[src/hw/bp_pkg.sv]
// ------------------------------------------------------------
// Branch prediction package
// Reset PC, table sizes, branch type codes, counter states
// and FSM encodings shared by the fetch predictor blocks
// ------------------------------------------------------------

package bp_pkg;

	// ------------------------------------------------------------
	// Fetch address
	// ------------------------------------------------------------

	// First fetch after reset
	localparam logic [31:0] RESET_PC = 32'h1C00_0000;

	// ------------------------------------------------------------
	// Table sizes
	// ------------------------------------------------------------

	// 64 entry BTB, index pc[8:3], tag pc[31:9]
	localparam int BTB_ADDR_WIDTH = 6;

	// 256 counter local PHT, index pc[10:3]
	localparam int LPHT_ADDR_WIDTH = 8;

	// Return stack entries
	localparam int RAS_DEPTH = 8;

	// ------------------------------------------------------------
	// Branch type codes, as stored in the BTB
	// ------------------------------------------------------------

	// PC relative, direction from PHT
	localparam logic [1:0] BR_PC_REL   = 2'd0;
	// Call, pushes return address
	localparam logic [1:0] BR_CALL     = 2'd1;
	// Return, target from RAS top
	localparam logic [1:0] BR_RETURN   = 2'd2;
	// Indirect jump, always taken
	localparam logic [1:0] BR_INDIRECT = 2'd3;

	// ------------------------------------------------------------
	// 2-bit saturating counter states
	// ------------------------------------------------------------

	localparam logic [1:0] CNT_SNT = 2'd0;
	localparam logic [1:0] CNT_WNT = 2'd1;
	localparam logic [1:0] CNT_WT  = 2'd2;
	localparam logic [1:0] CNT_ST  = 2'd3;

	// Upper counter bit means taken
	localparam int CNT_TAKEN_BIT = 1;

	// Value of every counter after reset
	localparam logic [1:0] CNT_RESET = CNT_WNT;

	// ------------------------------------------------------------
	// Fetch FSM
	// ------------------------------------------------------------

	// One refill cycle after reset or flush
	localparam logic ST_REFILL = 1'b0;
	localparam logic ST_READY  = 1'b1;

endpackage : bp_pkg

[src/hw/ras.sv]
// ------------------------------------------------------------
// Return address stack
// Circular, push on call, pop on return, oldest overwritten
// ------------------------------------------------------------

`timescale 1ns/1ps

module ras #(
	parameter int DEPTH = bp_pkg::RAS_DEPTH
) (
	input  logic        clk,
	input  logic        rst_n,
	input  logic        push_i,
	input  logic        pop_i,
	input  logic [31:2] target_i,
	output logic [31:2] target_o
);

	import bp_pkg::*;

	localparam int PTR_W = (DEPTH > 1) ? $clog2(DEPTH) : 1;

	logic [31:2]      stack_q [DEPTH];
	logic [PTR_W-1:0] top_q;
	logic [PTR_W-1:0] top_inc;
	logic [PTR_W-1:0] top_dec;

	// Pointer wrap, also for depths that are not a power of two
	assign top_inc = (top_q == PTR_W'(DEPTH - 1)) ? '0 : top_q + 1'b1;
	assign top_dec = (top_q == '0) ? PTR_W'(DEPTH - 1) : top_q - 1'b1;

	// ------------------------------------------------------------
	// Pointer
	// ------------------------------------------------------------

	always_ff @(posedge clk) begin
		if (!rst_n) begin
			top_q <= '0;
		end else if (push_i) begin
			top_q <= top_inc;
		end else if (pop_i) begin
			top_q <= top_dec;
		end
	end

	// ------------------------------------------------------------
	// Entries
	// ------------------------------------------------------------

	// Empty stack returns to the boot address
	always_ff @(posedge clk) begin
		if (!rst_n) begin
			for (int i = 0; i < DEPTH; i++) begin
				stack_q[i] <= RESET_PC[31:2];
			end
		end else if (push_i) begin
			// Overflow lands on the oldest slot
			stack_q[top_inc] <= target_i;
		end
	end

	// Top of stack is the predicted return target
	assign target_o = stack_q[top_q];

endmodule : ras

[config.mk]
export PLATFORM = sky130hd
export DESIGN_NAME = ras
export DESIGN_NICKNAME = d
export VERILOG_FILES = /design/src/hw/bp_pkg.sv /design/src/hw/ras.sv
export SDC_FILE = /design/constraint.sdc
export NUM_CORES = 1
export LEC_CHECK = 0
export BUFFER_PORTS_ARGS = -buffer_cell sky130_fd_sc_hd__buf_2
export CAP_MARGIN = 0
export CORE_AREA = 5 5 201 203
export CTS_CLUSTER_SIZE = 25
export DETAILED_ROUTE_END_ITERATION = 10
export DIE_AREA = 0 0 206 208
export GPL_ROUTABILITY_DRIVEN = 0
export PLACE_DENSITY = 0.56
export SLEW_MARGIN = 20
export SYNTH_ARGS = -nofsm -noshare
export SYNTH_HDL_FRONTEND = slang
export SYNTH_SLANG_ARGS = --single-unit
[constraint.sdc]
create_clock -name clk -period 6.99 [get_ports clk]
set_input_delay 0.3495 -clock clk [delete_from_list [all_inputs] [get_ports clk]]
set_output_delay 0.3495 -clock clk [all_outputs]
set_load 0.01 [all_outputs]
==> key figures <==
Yosys
  • Proportion of netlist area held by the largest area contributor: 63.7%
  • Area share of and/or/nand/nor cells after synthesis: a little over an eighth
  • Most instantiated cells after synthesis: sky130_fd_sc_hd__edfxtp_1, sky130_fd_sc_hd__nor2_1, sky130_fd_sc_hd__and3_1, sky130_fd_sc_hd__mux4_1
  • Post-synthesis sequential area ratio: 64.8%
  • Number of instances in the synthesized netlist: between 700 and 800
  • Syn avg cell area: 15.6 sq um
  • Async SR Flop Fraction: 0%
  • Number of unique standard cell types used by synthesis: 37
  • Top area cells in the synthesized netlist: sky130_fd_sc_hd__edfxtp_1, sky130_fd_sc_hd__mux4_1, sky130_fd_sc_hd__and3_1
  • Main combinational cell family by area after synthesis: multiplexers
  • Fraction of the mapped netlist area in adder cells: less than 1%
  • Number of enable-type register cells in the synthesized netlist: 240
  • Warnings from Yosys: 0
  • Flop and latch count out of synthesis: 246
  • Top_reg_cell synth: sky130_fd_sc_hd__edfxtp_1
  • Xor/xnor share of the synthesized area: 0%
  • Area of the mapped netlist: approximately 11,000 sq um
  • Number of nets produced by synthesis: 765
  • Cell type with the largest total area after synthesis: sky130_fd_sc_hd__edfxtp_1
  • Mux cell area share after synthesis: 16.9%
  • Library cell with the highest instance count after synthesis: sky130_fd_sc_hd__edfxtp_1
  • Post-synthesis compound-gate area fraction: between 1.5 and 2%

Placement
  • Placement Setup Slack: 3670 ps
  • Half-perimeter wire length after placement: 16.1 mm
  • Number of input and output port buffers inserted: 63

Die
  • Width of the die: slightly above 200 um
  • Die outline height: approximately 210 um
  • Standard-cell rows: 72
  • Area enclosed by the die boundary: 42,800 sq um
  • Starting density of the core: 29.5%
  • Top-level I/O count: 64
  • Core ar.: 38,300 sq um

STA
  • Smallest setup slack after layout: 3750 ps
  • Number of hold violations in the final report: 0
  • Total Negative Setup Slacks: 0 ps
  • Remaining max-slew budget at the tightest pin: 28.4%
  • # setup viols final: 0
  • Slew at the pin with the worst max-slew slack: 1070 ps
  • Worst Clk Skew: between 10 and 15 ps
  • Share of the clock period used by the worst path: between 40% and 50%
  • Unrepaired setup endpoints after global routing: no
  • Tmin final: ~3200 ps
  • Achievable Freq: 0.308 GHz
  • Final-report max-slew violation count: 0

Setup path
  • Crit path arrival time: 3450 ps
  • FF-to-FF Start: top_q[0]
  • Worst reg2reg path depth: 7
  • Minimum setup slack among reg-to-reg paths: 3750 ps
  • Reg2reg end: stack_q[0][27]
  • Startpoint Class: flip-flop
  • Crit Path Max Fanout: 29
  • Critical path type: reg2reg
  • Kind of capture point of the worst setup path: flip-flop
  • Endpoint required time on the critical path: slightly above 7000 ps

Global routing
  • GRT Resource Usage Total: 12.8%
  • Antenna violations before repair: 0
  • Number of global-route vias before repair: about 6,800
  • Largest net degree at the start of global routing: 107
  • Leftover overflow at the end of global routing: 0
  • Global-route wire length before repair: 42.1 mm

Detailed routing
  • Remaining antenna violation count: 0
  • Post-route DRC: 0
  • Via count: 6,498
  • Via density per instance: between 4 and 5
  • Routed metal-1 wire length: 12.2 mm
  • WL met3: 1.72 mm
  • Average wire per cell in the routed design: approximately 21 um
  • Met2 routed wirelength: around 13 mm
  • Uppermost routed layer: met4
  • TritonRoute pass-1 iters: 5
  • Drt first-iter violations: 519
  • Detailed-route wire length: 27.8 mm

Layout
  • Multi-input combinational cell area: 3740 sq um
  • Proportion of layout cells with a drive suffix above 1: 20.2%
  • Net count reported at finish: ~800
  • Synth-to-layout area growth: 14.9%
  • FILL cells: approximately 3,700
  • Antenna Diode Count: 0
  • Sequential Area: 7340 sq um

Pwr
  • Int Power: 2.59 mW
  • PD cells: 268 nW/um^2
  • Sw power: approximately 0.89 mW
  • Gate power share: about 14%
  • Fraction of power spent switching nets: between 20% and 30%
  • Static power due to leakage: 4.93 nW
  • Max IR drop VDD: 0.179 mV
  • Clock Power Share: a little over a third
  • Sequential Power Share: between 50% and 60%

Min path
  • HP Start: pop_i
  • Class of the tightest hold or removal check: in2reg
  • End point of the worst hold path: top_q[0]
  • Hold-critical path depth: 2

Clocking
  • Quantity of gates resized following cts: 0
  • Post CTS Setup Buffer Count: 0
  • Clock network latency to the later pin of the worst-skew pair: 530 ps
  • Clock Path Buffers: 3
  • Clock root cell: sky130_fd_sc_hd__clkbuf_16
  • CTS tree: yes
  • Worst-path clk slew: 60 ps
  • Deepest level of the CTS H-tree: 1
  • Num CTS Buffers: 27
  • Clock sinks: 246
  • Hold-fix buffer count after cts: 0

Job
  • Number of maximum-capacitance constraint violations: 0

Outcome
  • Status: completed
-- how the worst max path moves through the flow --
stage | to | slack, ps | cells past startpoint | start
2_1_floorplan | stack_q[0][0] | 2920 | 6 | top_q[0]
3_3_place_gp | stack_q[1][13] | 3730 | 4 | top_q[0]
3_5_place_dp | stack_q[5][13] | 3670 | 4 | top_q[0]
4_1_cts | stack_q[5][14] | 3660 | 4 | top_q[0]
5_1_grt | stack_q[0][2] | 3590 | 7 | top_q[0]
6_report | stack_q[0][27] | 3750 | 7 | top_q[0]
-- worst max-delay path, cell delays in order (launching register included) --
cell,delay (ps)
sky130_fd_sc_hd__dfxtp_1,530
sky130_fd_sc_hd__inv_1,140
sky130_fd_sc_hd__ha_1,510
sky130_fd_sc_hd__nor2b_1,280
sky130_fd_sc_hd__o22a_1,240
sky130_fd_sc_hd__buf_4,260
sky130_fd_sc_hd__o21ai_4,560
sky130_fd_sc_hd__buf_4,390
-- state kept, by name (all words and copies together) (netlist names), named ones only --
name and count:
stack_q 240, top_q 3
-- power by group through the flow --
stage                     Combinational, mW  Clock [mW]  Sequential, mW
after floorplan                       0.324           0            1.76
after global placement                0.482           0            1.78
after detailed placement              0.486           0            1.79
after CTS                             0.487        1.28            1.76
after global routing                  0.520        1.34            1.76
final                                 0.482        1.25            1.75
-- kinds of logic (layout without fill, tap and decap cells) --
family	after synthesis	after routing
AO/OA/AOI/OAI	27	27
adder cells (fa/ha/maj)	4	4
buffers and inverters	62	131
flip-flops	246	246
multiplexers	90	90
AND/OR/NAND/NOR	298	298
-- metrics by stage --
step,util [%],power [mW],area [sq um],std cells,hold WS [ps]
6_report,33.9,3.49,13000,1314,174
5_1_grt,33.9,3.62,13000,1314,187
4_1_cts,33.8,3.52,12900,1312,158
3_5_place_dp,31.8,2.27,12200,1265,707
3_3_place_gp,31.8,2.27,12200,1265,702
2_1_floorplan,-,2.08,11300,727,512
-- cell usage in the layout (no fill, tap or decap), types with 3 or more instances in the layout --
cell and n:
sky130_fd_sc_hd__o21ai_4 8, sky130_fd_sc_hd__nand2b_1 3, sky130_fd_sc_hd__clkbuf_16 27, sky130_fd_sc_hd__edfxtp_1 240, sky130_fd_sc_hd__clkinv_1 6, sky130_fd_sc_hd__and3_1 108
sky130_fd_sc_hd__clkbuf_1 10, sky130_fd_sc_hd__mux4_1 60, sky130_fd_sc_hd__o21a_1 3, sky130_fd_sc_hd__mux2_2 30, sky130_fd_sc_hd__clkinv_2 3, sky130_fd_sc_hd__ha_1 4
sky130_fd_sc_hd__nand3_1 30, sky130_fd_sc_hd__nor2b_1 3, sky130_fd_sc_hd__nor3_1 6, sky130_fd_sc_hd__buf_4 17, sky130_fd_sc_hd__buf_2 63, sky130_fd_sc_hd__nand2_1 29
sky130_fd_sc_hd__dfxtp_1 3, sky130_fd_sc_hd__nor2_1 113
-- layer usage --
metal	track usage, %	vias up
met4	2.71	0
met3	2.49	38
met5	0	-
li1	-	2956
met2	20.8	207
met1	17.9	3297
-- layout make-up --
cell class / instances / area share [%]
Tap cell: 518 / 4.99
Inverter: 2 / 0.0578
Multi-Input combinational cell: 419 / 28.8
Sequential cell: 246 / 56.5
Clock buffer: 37 / 5.49
Clock inverter: 10 / 0.356
Timing Repair Buffer: 82 / 3.83
No activity file was read; power rests on OpenSTA's default activity.
