$ cat config.mk
export PLATFORM = sky130hd
export DESIGN_NAME = pht
export DESIGN_NICKNAME = d
export VERILOG_FILES = /design/src/hw/bp_pkg.sv /design/src/hw/pht.sv
export SDC_FILE = /design/constraint.sdc
export NUM_CORES = 1
export LEC_CHECK = 0
export BUFFER_PORTS_ARGS = -buffer_cell sky130_fd_sc_hd__buf_4
export CAP_MARGIN = 20
export CORE_MARGIN = 2
export CORE_UTILIZATION = 51
export CTS_CLUSTER_DIAMETER = 100
export DETAILED_ROUTE_END_ITERATION = 8
export PLACE_DENSITY = 0.64
export SYNTH_ARGS = -nofsm -noshare
export SYNTH_HDL_FRONTEND = slang
export SYNTH_SLANG_ARGS = --single-unit
$ cat constraint.sdc
create_clock -name clk -period 4.3 [get_ports clk]
set_input_delay 0 -clock clk [delete_from_list [all_inputs] [get_ports clk]]
set_output_delay 0 -clock clk [all_outputs]
set_load 0.02 [all_outputs]
$ cat src/hw/bp_pkg.sv
// ------------------------------------------------------------
// Branch prediction package
// Reset PC, table sizes, branch type codes, counter states
// and FSM encodings shared by the fetch predictor blocks
// ------------------------------------------------------------

package bp_pkg;

	// ------------------------------------------------------------
	// Fetch address
	// ------------------------------------------------------------

	// First fetch after reset
	localparam logic [31:0] RESET_PC = 32'h1C00_0000;

	// ------------------------------------------------------------
	// Table sizes
	// ------------------------------------------------------------

	// 64 entry BTB, index pc[8:3], tag pc[31:9]
	localparam int BTB_ADDR_WIDTH = 6;

	// 256 counter local PHT, index pc[10:3]
	localparam int LPHT_ADDR_WIDTH = 8;

	// Return stack entries
	localparam int RAS_DEPTH = 8;

	// ------------------------------------------------------------
	// Branch type codes, as stored in the BTB
	// ------------------------------------------------------------

	// PC relative, direction from PHT
	localparam logic [1:0] BR_PC_REL   = 2'd0;
	// Call, pushes return address
	localparam logic [1:0] BR_CALL     = 2'd1;
	// Return, target from RAS top
	localparam logic [1:0] BR_RETURN   = 2'd2;
	// Indirect jump, always taken
	localparam logic [1:0] BR_INDIRECT = 2'd3;

	// ------------------------------------------------------------
	// 2-bit saturating counter states
	// ------------------------------------------------------------

	localparam logic [1:0] CNT_SNT = 2'd0;
	localparam logic [1:0] CNT_WNT = 2'd1;
	localparam logic [1:0] CNT_WT  = 2'd2;
	localparam logic [1:0] CNT_ST  = 2'd3;

	// Upper counter bit means taken
	localparam int CNT_TAKEN_BIT = 1;

	// Value of every counter after reset
	localparam logic [1:0] CNT_RESET = CNT_WNT;

	// ------------------------------------------------------------
	// Fetch FSM
	// ------------------------------------------------------------

	// One refill cycle after reset or flush
	localparam logic ST_REFILL = 1'b0;
	localparam logic ST_READY  = 1'b1;

endpackage : bp_pkg

$ cat src/hw/pht.sv
// ------------------------------------------------------------
// Local pattern history table
// 2-bit saturating counters, trained from the update channel
// ------------------------------------------------------------

`timescale 1ns/1ps

module pht #(
	parameter int ADDR_WIDTH = bp_pkg::LPHT_ADDR_WIDTH
) (
	input  logic                  clk,
	input  logic                  rst_n,
	input  logic                  we_i,
	input  logic                  taken_i,
	input  logic [1:0]            cnt_i,
	input  logic [ADDR_WIDTH-1:0] rindex_i,
	input  logic [ADDR_WIDTH-1:0] windex_i,
	output logic [1:0]            cnt_o
);

	import bp_pkg::*;

	localparam int DEPTH = 1 << ADDR_WIDTH;

	logic [1:0] cnt_q [DEPTH];
	logic [1:0] cnt_next;

	// Step the predicted counter toward the resolved direction
	always_comb begin
		if (taken_i) begin
			cnt_next = (cnt_i == CNT_ST) ? CNT_ST : cnt_i + 2'd1;
		end else begin
			cnt_next = (cnt_i == CNT_SNT) ? CNT_SNT : cnt_i - 2'd1;
		end
	end

	// Counter array, all weakly not taken after reset
	always_ff @(posedge clk) begin
		if (!rst_n) begin
			for (int i = 0; i < DEPTH; i++) begin
				cnt_q[i] <= CNT_RESET;
			end
		end else if (we_i) begin
			cnt_q[windex_i] <= cnt_next;
		end
	end

	// Registered read
	always_ff @(posedge clk) begin
		cnt_o <= cnt_q[rindex_i];
	end

endmodule : pht

==> flow_summary.yaml, run 1 <==
outcome:
  outcome: "finished with violations"
  violations: "max-slew violations"
grt:
  antenna_found_initial: 1
  globalRoute.totalOverflow: 0
  grt_pass1_vias: 17500
  grt_max_degree: 204
  grt_pass1_wl_um: 109000
  grtUsageTotal_pct: 29.1
synth:
  ys_async_sr_fraction_pct: 0
  synth.area.top_cells: "edfxtp_1 61%, mux4_2 6.0%, nand3_1 5.0%"
  synth-seq-cells: 514
  synth.avg_cell_area_um2: 12.2
  yosysSeqAreaShare_pct: 61.1
  yosys.area.top_type: "edfxtp_1"
  synth-edff-count: 512
  synth.top_cell.area_share_pct: 61.0
  ys_types: 50
  synth_nets: 2086
  yosysWarnings: 0
  netlist_instances: 2064
  synthFlopType: "edfxtp_1"
  syn_area_mm2: 0.0252
critical_path:
  crit_chain: "dlygate4sd3_1 > buf_4 > nand3b_1 > o22ai_1 > nor4_1 > o41ai_1 > a31oi_1 > dlygate4sd3_1 > nor4_2 > dlygate4sd3_1"
  crit_top_cell: "dlygate4sd3_1"
  required_ns: 4.86
  cp_slowest_stage_delay_ns: 0.80
  cp_num_cells: 10
  arrival_ns: 3.98
  worstPathMaxFanout: 20
  end_kind: "flip-flop"
  slowest_stage: "nand3b_1"
  crit_family: "buffers and inverters"
  r2r_cells: 7
  r2r_start: "cnt_q[97][1]$_SDFFCE_PN0P_"
  critical_path_class: "input port to flip-flop"
  cp-start-kind: "input port"
  path_buf_inv: 4
  cp-startpoint: "rindex_i[2]"
clock_network:
  clkLatencyLatePin_ns: 0.62
  post_cts_buffers: 0
  htree_levels: 2
  clkTransAtPathRegs_ns: 0.06
  cts_tree: "built"
  clockRootBuffer: "clkbuf_16"
  clk_path_buf_depth: 3
  cts_sinks: 514
  numCtsBuffers: 53
worst_hold_path:
  min_from: "we_i"
  hold_path_class: "input port to flip-flop"
  hold_path_depth: 4
timing:
  skew_ns: 0.0201
  finalCriticalPeriod_ns: 3.42
  tightest_slew_ns: 1.50
  slew_headroom_pct: -0.252
  tns_ns: 0
  fin_crit_sh_pct: 79.5
  hold_violations: 0
  fmax_mhz: 293
  slew_viol_final: 24
  report.final.setup_viol: 0
  rsz0062_at_grt: "false"
power_and_ir_drop:
  power.total_mw: 11.4
  p_int_mw: 8.75
  power_frac_comb_pct: 8.7
  powerDensity_mw_per_mm2: 414
  pwr-share-clk_pct: 40.4
  switching_power_mw: 2.70
  vdd_drop_max_mv: 0.311
  p_sw_share_pct: 23.5
  power_frac_seq_pct: 50.9
  p_leak_nw: 8.65
final_layout:
  layout-drive-gt1-share_pct: 13.0
  final_nets: 1991
  layout_common_cells: "512 x edfxtp_1, 250 x nand3_1, 229 x nor3_1"
  syn_to_final_growth_pct: 9.59
  final_common_cell: "edfxtp_1"
  fillers: 4026
  finish.utilization_pct: 56.6
  n_antenna_cell: 0
floorplan:
  initial_core_util_pct: 51.6
  die-area_mm2: 0.0512
  die_h_um: 226
  io_pins: 24
  core_mm2: 0.0488
  fp-row-count: 81
  fp.dieW_um: 226
place:
  port_buffers: 23
  place_congestion: 0.832
  dp_hpwl_um: 42900
drt:
  num_vias: 18000
  routed_via_density: 6.75
  drc: 0
  final_antenna_net_count: 0
  dr.pass1.iters: 6
  wirelength_um: 73400
  wl_per_cell_um: 27.5
  drt_iter0_markers: 2405
run:
  max_cap_viol_count: 0
-- what timing repair did --
| item | CTS | global route |
|---|---|---|
| endpoints found under the hold margin | 209 | 1 |
| resized for setup | 0 | 0 |
| hold buffers | 19 | 1 |
-- layout make-up --
cell class / instances / area [um^2] / share of cell area, %
Multi-Input combinational cell: 1288 / 8710 / 31.5
Clock inverter: 24 / 241 / 0.874
Sequential cell: 514 / 15400 / 55.8
Clock buffer: 71 / 1470 / 5.31
Tap cell: 664 / 831 / 3.01
Inverter: 3 / 11.3 / 0.0407
Timing Repair Buffer: 109 / 958 / 3.47
-- worst register-to-register path, delay by kind of cell (launching register included) --
kind / cells / cell delay [ns]
buffers and inverters: 2 / 1.16
flip-flops: 1 / 0.38
AND/OR/NAND/NOR: 1 / 0.04
multiplexers: 2 / 0.92
AO/OA/AOI/OAI: 2 / 0.32
-- final timing paths --
path                                                    end  slack [ns]
worst max-delay path                       cnt_o[1]$_DFF_P_        0.88
worst min register to register             cnt_o[0]$_DFF_P_        1.58
worst min-delay path            cnt_q[146][1]$_SDFFCE_PN0P_        0.37
worst max register to register             cnt_o[1]$_DFF_P_        1.36
-- registers in the layout, summed over array words and instances, names as in the netlist --
signal / flops
cnt_q: 512
cnt_o: 2
-- synthesized netlist by cell type, drive strengths merged (3+ instances only) --
library cell,n
inv,3
a22o,4
edfxtp,512
o21ai,231
mux2,6
buf,55
a21oi,7
and2,3
mux4,82
nand3b,4
nor2,79
a31oi,6
mux2i,106
nand2,121
nor3,244
or3,20
nand4,13
nor2b,12
nand3,250
nor4,16
o22ai,38
a221oi,6
clkbuf,204
o221ai,6
nand2b,14
-- through the flow --
| stage | instances | setup WS [ns] | cell area (um^2) | hold slack [ns] |
|---|---|---|---|---|
| global route | 2673 | 0.695 | 27600 | 0.413 |
| CTS | 2664 | 1.05 | 27500 | 0.00366 |
| floorplan | 2064 | 2.55 | 25200 | 0.249 |
| global placement | 2549 | 1.45 | 25600 | 0.462 |
| finish | 2673 | 0.882 | 27600 | 0.372 |
| detailed placement | 2550 | 1.42 | 25600 | 0.473 |
-- metal layers --
layer	vias up	GRT usage (%)	wire (um)
li1	7734	-	-
met1	9007	39.2	27800
met2	1103	45.5	34000
met3	203	6.84	8460
met4	2	12.1	3110
met5	-	0	11
-- power by group through the flow --
| stage | combinational (mW) | sequential [mW] | clock [mW] |
|---|---|---|---|
| global placement | 0.946 | 5.93 | 0 |
| floorplan | 0.686 | 5.90 | 0 |
| detailed placement | 0.960 | 5.93 | 0 |
| finish | 1.00 | 5.83 | 4.62 |
| CTS | 0.979 | 5.83 | 4.63 |
| global route | 1.06 | 5.85 | 4.83 |
-- kinds of logic after synthesis --
logic type / synth area share, %
multiplexers: 12.0
AND/OR/NAND/NOR: 15.1
flip-flops: 61.1
AO/OA/AOI/OAI: 6.81
buffers and inverters: 4.90
(Power assumes the default switching activity.)
==> run 2, diff against run 1 <==
clock period = 3.3 ns   (was 4.3 ns; I/O delays follow)
==> run 2 against run 1 <==
Compared with the run above:
- the flow now finishes without violations
- critical path depth shrank 3
- sequential power grew 30%
- cell count grew 0.94%
==> flow_summary.yaml, run 2 (synthesis gave the netlist of run 1 again) <==
outcome:
  outcome: "completed"
clock_network:
  post_cts_buffers: 0
  clk_path_buf_depth: 3
  htree_levels: 2
  cts_tree: "built"
  hold_buffers: 13
  clockRootBuffer: "clkbuf_16"
  numCtsBuffers: 53
  cts.repair.resized: 0
  cts_sinks: 514
  clkLatencyLatePin_ns: 0.61
  clkTransAtPathRegs_ns: 0.06
power_and_ir_drop:
  p_int_mw: 11.3
  powerDensity_mw_per_mm2: 533
  p_sw_share_pct: 23.7
  pwr-share-clk_pct: 39.7
  vdd_drop_max_mv: 0.321
  power_frac_comb_pct: 8.8
  p_leak_nw: 8.69
  power_frac_seq_pct: 51.5
  switching_power_mw: 3.50
floorplan:
  fp.dieW_um: 226
  die_h_um: 226
  core_mm2: 0.0488
  fp-row-count: 81
  initial_core_util_pct: 51.6
  io_pins: 24
  die-area_mm2: 0.0512
grt:
  grt_pass1_vias: 17800
  grt_max_degree: 257
  grt_pass1_wl_um: 110000
  globalRoute.totalOverflow: 0
  grtUsageTotal_pct: 29.1
  antenna_found_initial: 1
timing:
  slew_headroom_pct: 18.4
  tightest_slew_ns: 1.22
  rsz0062_at_grt: "false"
  report.final.setup_viol: 0
  hold_violations: 0
  tns_ns: 0
  fmax_mhz: 371
  fin_crit_sh_pct: 81.6
  hold_ws_ns: 0.0395
  slew_viol_final: 0
  finalCriticalPeriod_ns: 2.69
  skew_ns: 0.0203
final_layout:
  top_regs: "cnt_q x512, cnt_o x2"
  multi_input_area_mm2: 0.00867
  layout_common_cells: "512 x edfxtp_1, 250 x nand3_1, 229 x nor3_1"
  layout-drive-gt1-share_pct: 13.8
  syn_to_final_growth_pct: 9.81
  seqCellArea_mm2: 0.0154
  n_antenna_cell: 0
  top_register: "cnt_q"
  fillers: 4047
  final_nets: 2014
  final_common_cell: "edfxtp_1"
  largest_reg_flops: 512
drt:
  dr.pass1.iters: 6
  final_antenna_net_count: 0
  num_vias: 18100
  wirelength_um: 73700
  wl_per_cell_um: 27.3
  drt_iter0_markers: 2684
  drc: 0
  routed_via_density: 6.70
critical_path:
  required_ns: 3.80
  cp-start-kind: "flip-flop"
  worstPathMaxFanout: 1
  slowest_stage: "dlygate4sd3_1"
  arrival_ns: 3.19
  crit_chain: "mux4_1 > mux4_2 > nand2_1 > nand3b_1 > a21oi_1 > nor4_2 > dlygate4sd3_1"
  end_kind: "flip-flop"
  critical_path_class: "flip-flop to flip-flop"
  cp_slowest_stage_delay_ns: 0.56
place:
  port_buffers: 23
  place_congestion: 0.878
  dp_hpwl_um: 43800
worst_hold_path:
  hold_path_class: "input port to flip-flop"
run:
  max_cap_viol_count: 0
[run 2: cell count changes in the layout (fill, tap and decap cells not counted), moves of 4 or more]
cell           change
buf_4             +31
clkinv_2           -4
dlygate4sd3_1      -7
clkinv_1           +7
nor3_4             -6
nor3_2             +6
[run 2: path summary, 6_finish.rpt]
path	startpoint	end	slack, ns	depth (start not counted)
hold / removal	taken_i	cnt_q[133][1]$_SDFFCE_PN0P_	0.04	4
setup / recovery	cnt_q[22][1]$_SDFFCE_PN0P_	cnt_o[1]$_DFF_P_	0.61	7
setup reg to reg	cnt_q[22][1]$_SDFFCE_PN0P_	cnt_o[1]$_DFF_P_	0.61	7
hold reg to reg	cnt_q[173][0]$_SDFFCE_PN1P_	cnt_o[0]$_DFF_P_	1.04	5
[run 2: cell type report]
| cell class | instances | share of cell area (%) |
|---|---|---|
| sequential | 514 | 55.7 |
| inverter | 3 | 0.0407 |
| multi-input combinational | 1288 | 31.3 |
| clock buffer | 69 | 5.01 |
| clock inverter | 28 | 0.926 |
| tap | 664 | 3.00 |
| timing repair buffer | 132 | 4.06 |
[run 2: metrics by stage]
stage	setup WS, ns	instances	utilization [%]	power, mW	area [um^2]
after floorplan	1.55	2064	-	8.58	25200
after global placement	0.676	2586	53.0	8.97	25900
after detailed placement	0.677	2586	53.0	9.00	25900
after CTS	0.638	2696	56.6	14.7	27700
after global routing	0.555	2698	56.7	15.1	27700
final	0.608	2698	56.7	14.8	27700
[run 2: worst max-delay path, delay by kind of cell (launching register included)]
family | cells | cell delay [ns]
simple gates | 3 | 0.31
compound gates | 1 | 0.33
buf+inv | 1 | 0.56
flops | 1 | 0.37
mux | 2 | 1.00
[run 2: per-layer routing]
| metal | global-route usage, % | vias up | part of all wire (%) |
|---|---|---|---|
| met3 | 5.35 | 186 | 11 |
| met4 | 11.6 | 0 | 3.8 |
| met1 | 39.6 | 9052 | 38 |
| met5 | 0 | - | 0 |
| met2 | 46.6 | 1048 | 47 |
| li1 | - | 7781 | - |
[run 2: power groups by stage]
| stage | Clock, mW | Combinational, mW | Sequential (mW) |
|---|---|---|---|
| final | 5.85 | 1.30 | 7.60 |
| after global routing | 6.11 | 1.38 | 7.62 |
| after CTS | 5.87 | 1.28 | 7.60 |
| after detailed placement | 0 | 1.26 | 7.74 |
| after global placement | 0 | 1.24 | 7.73 |
| after floorplan | 0 | 0.894 | 7.68 |
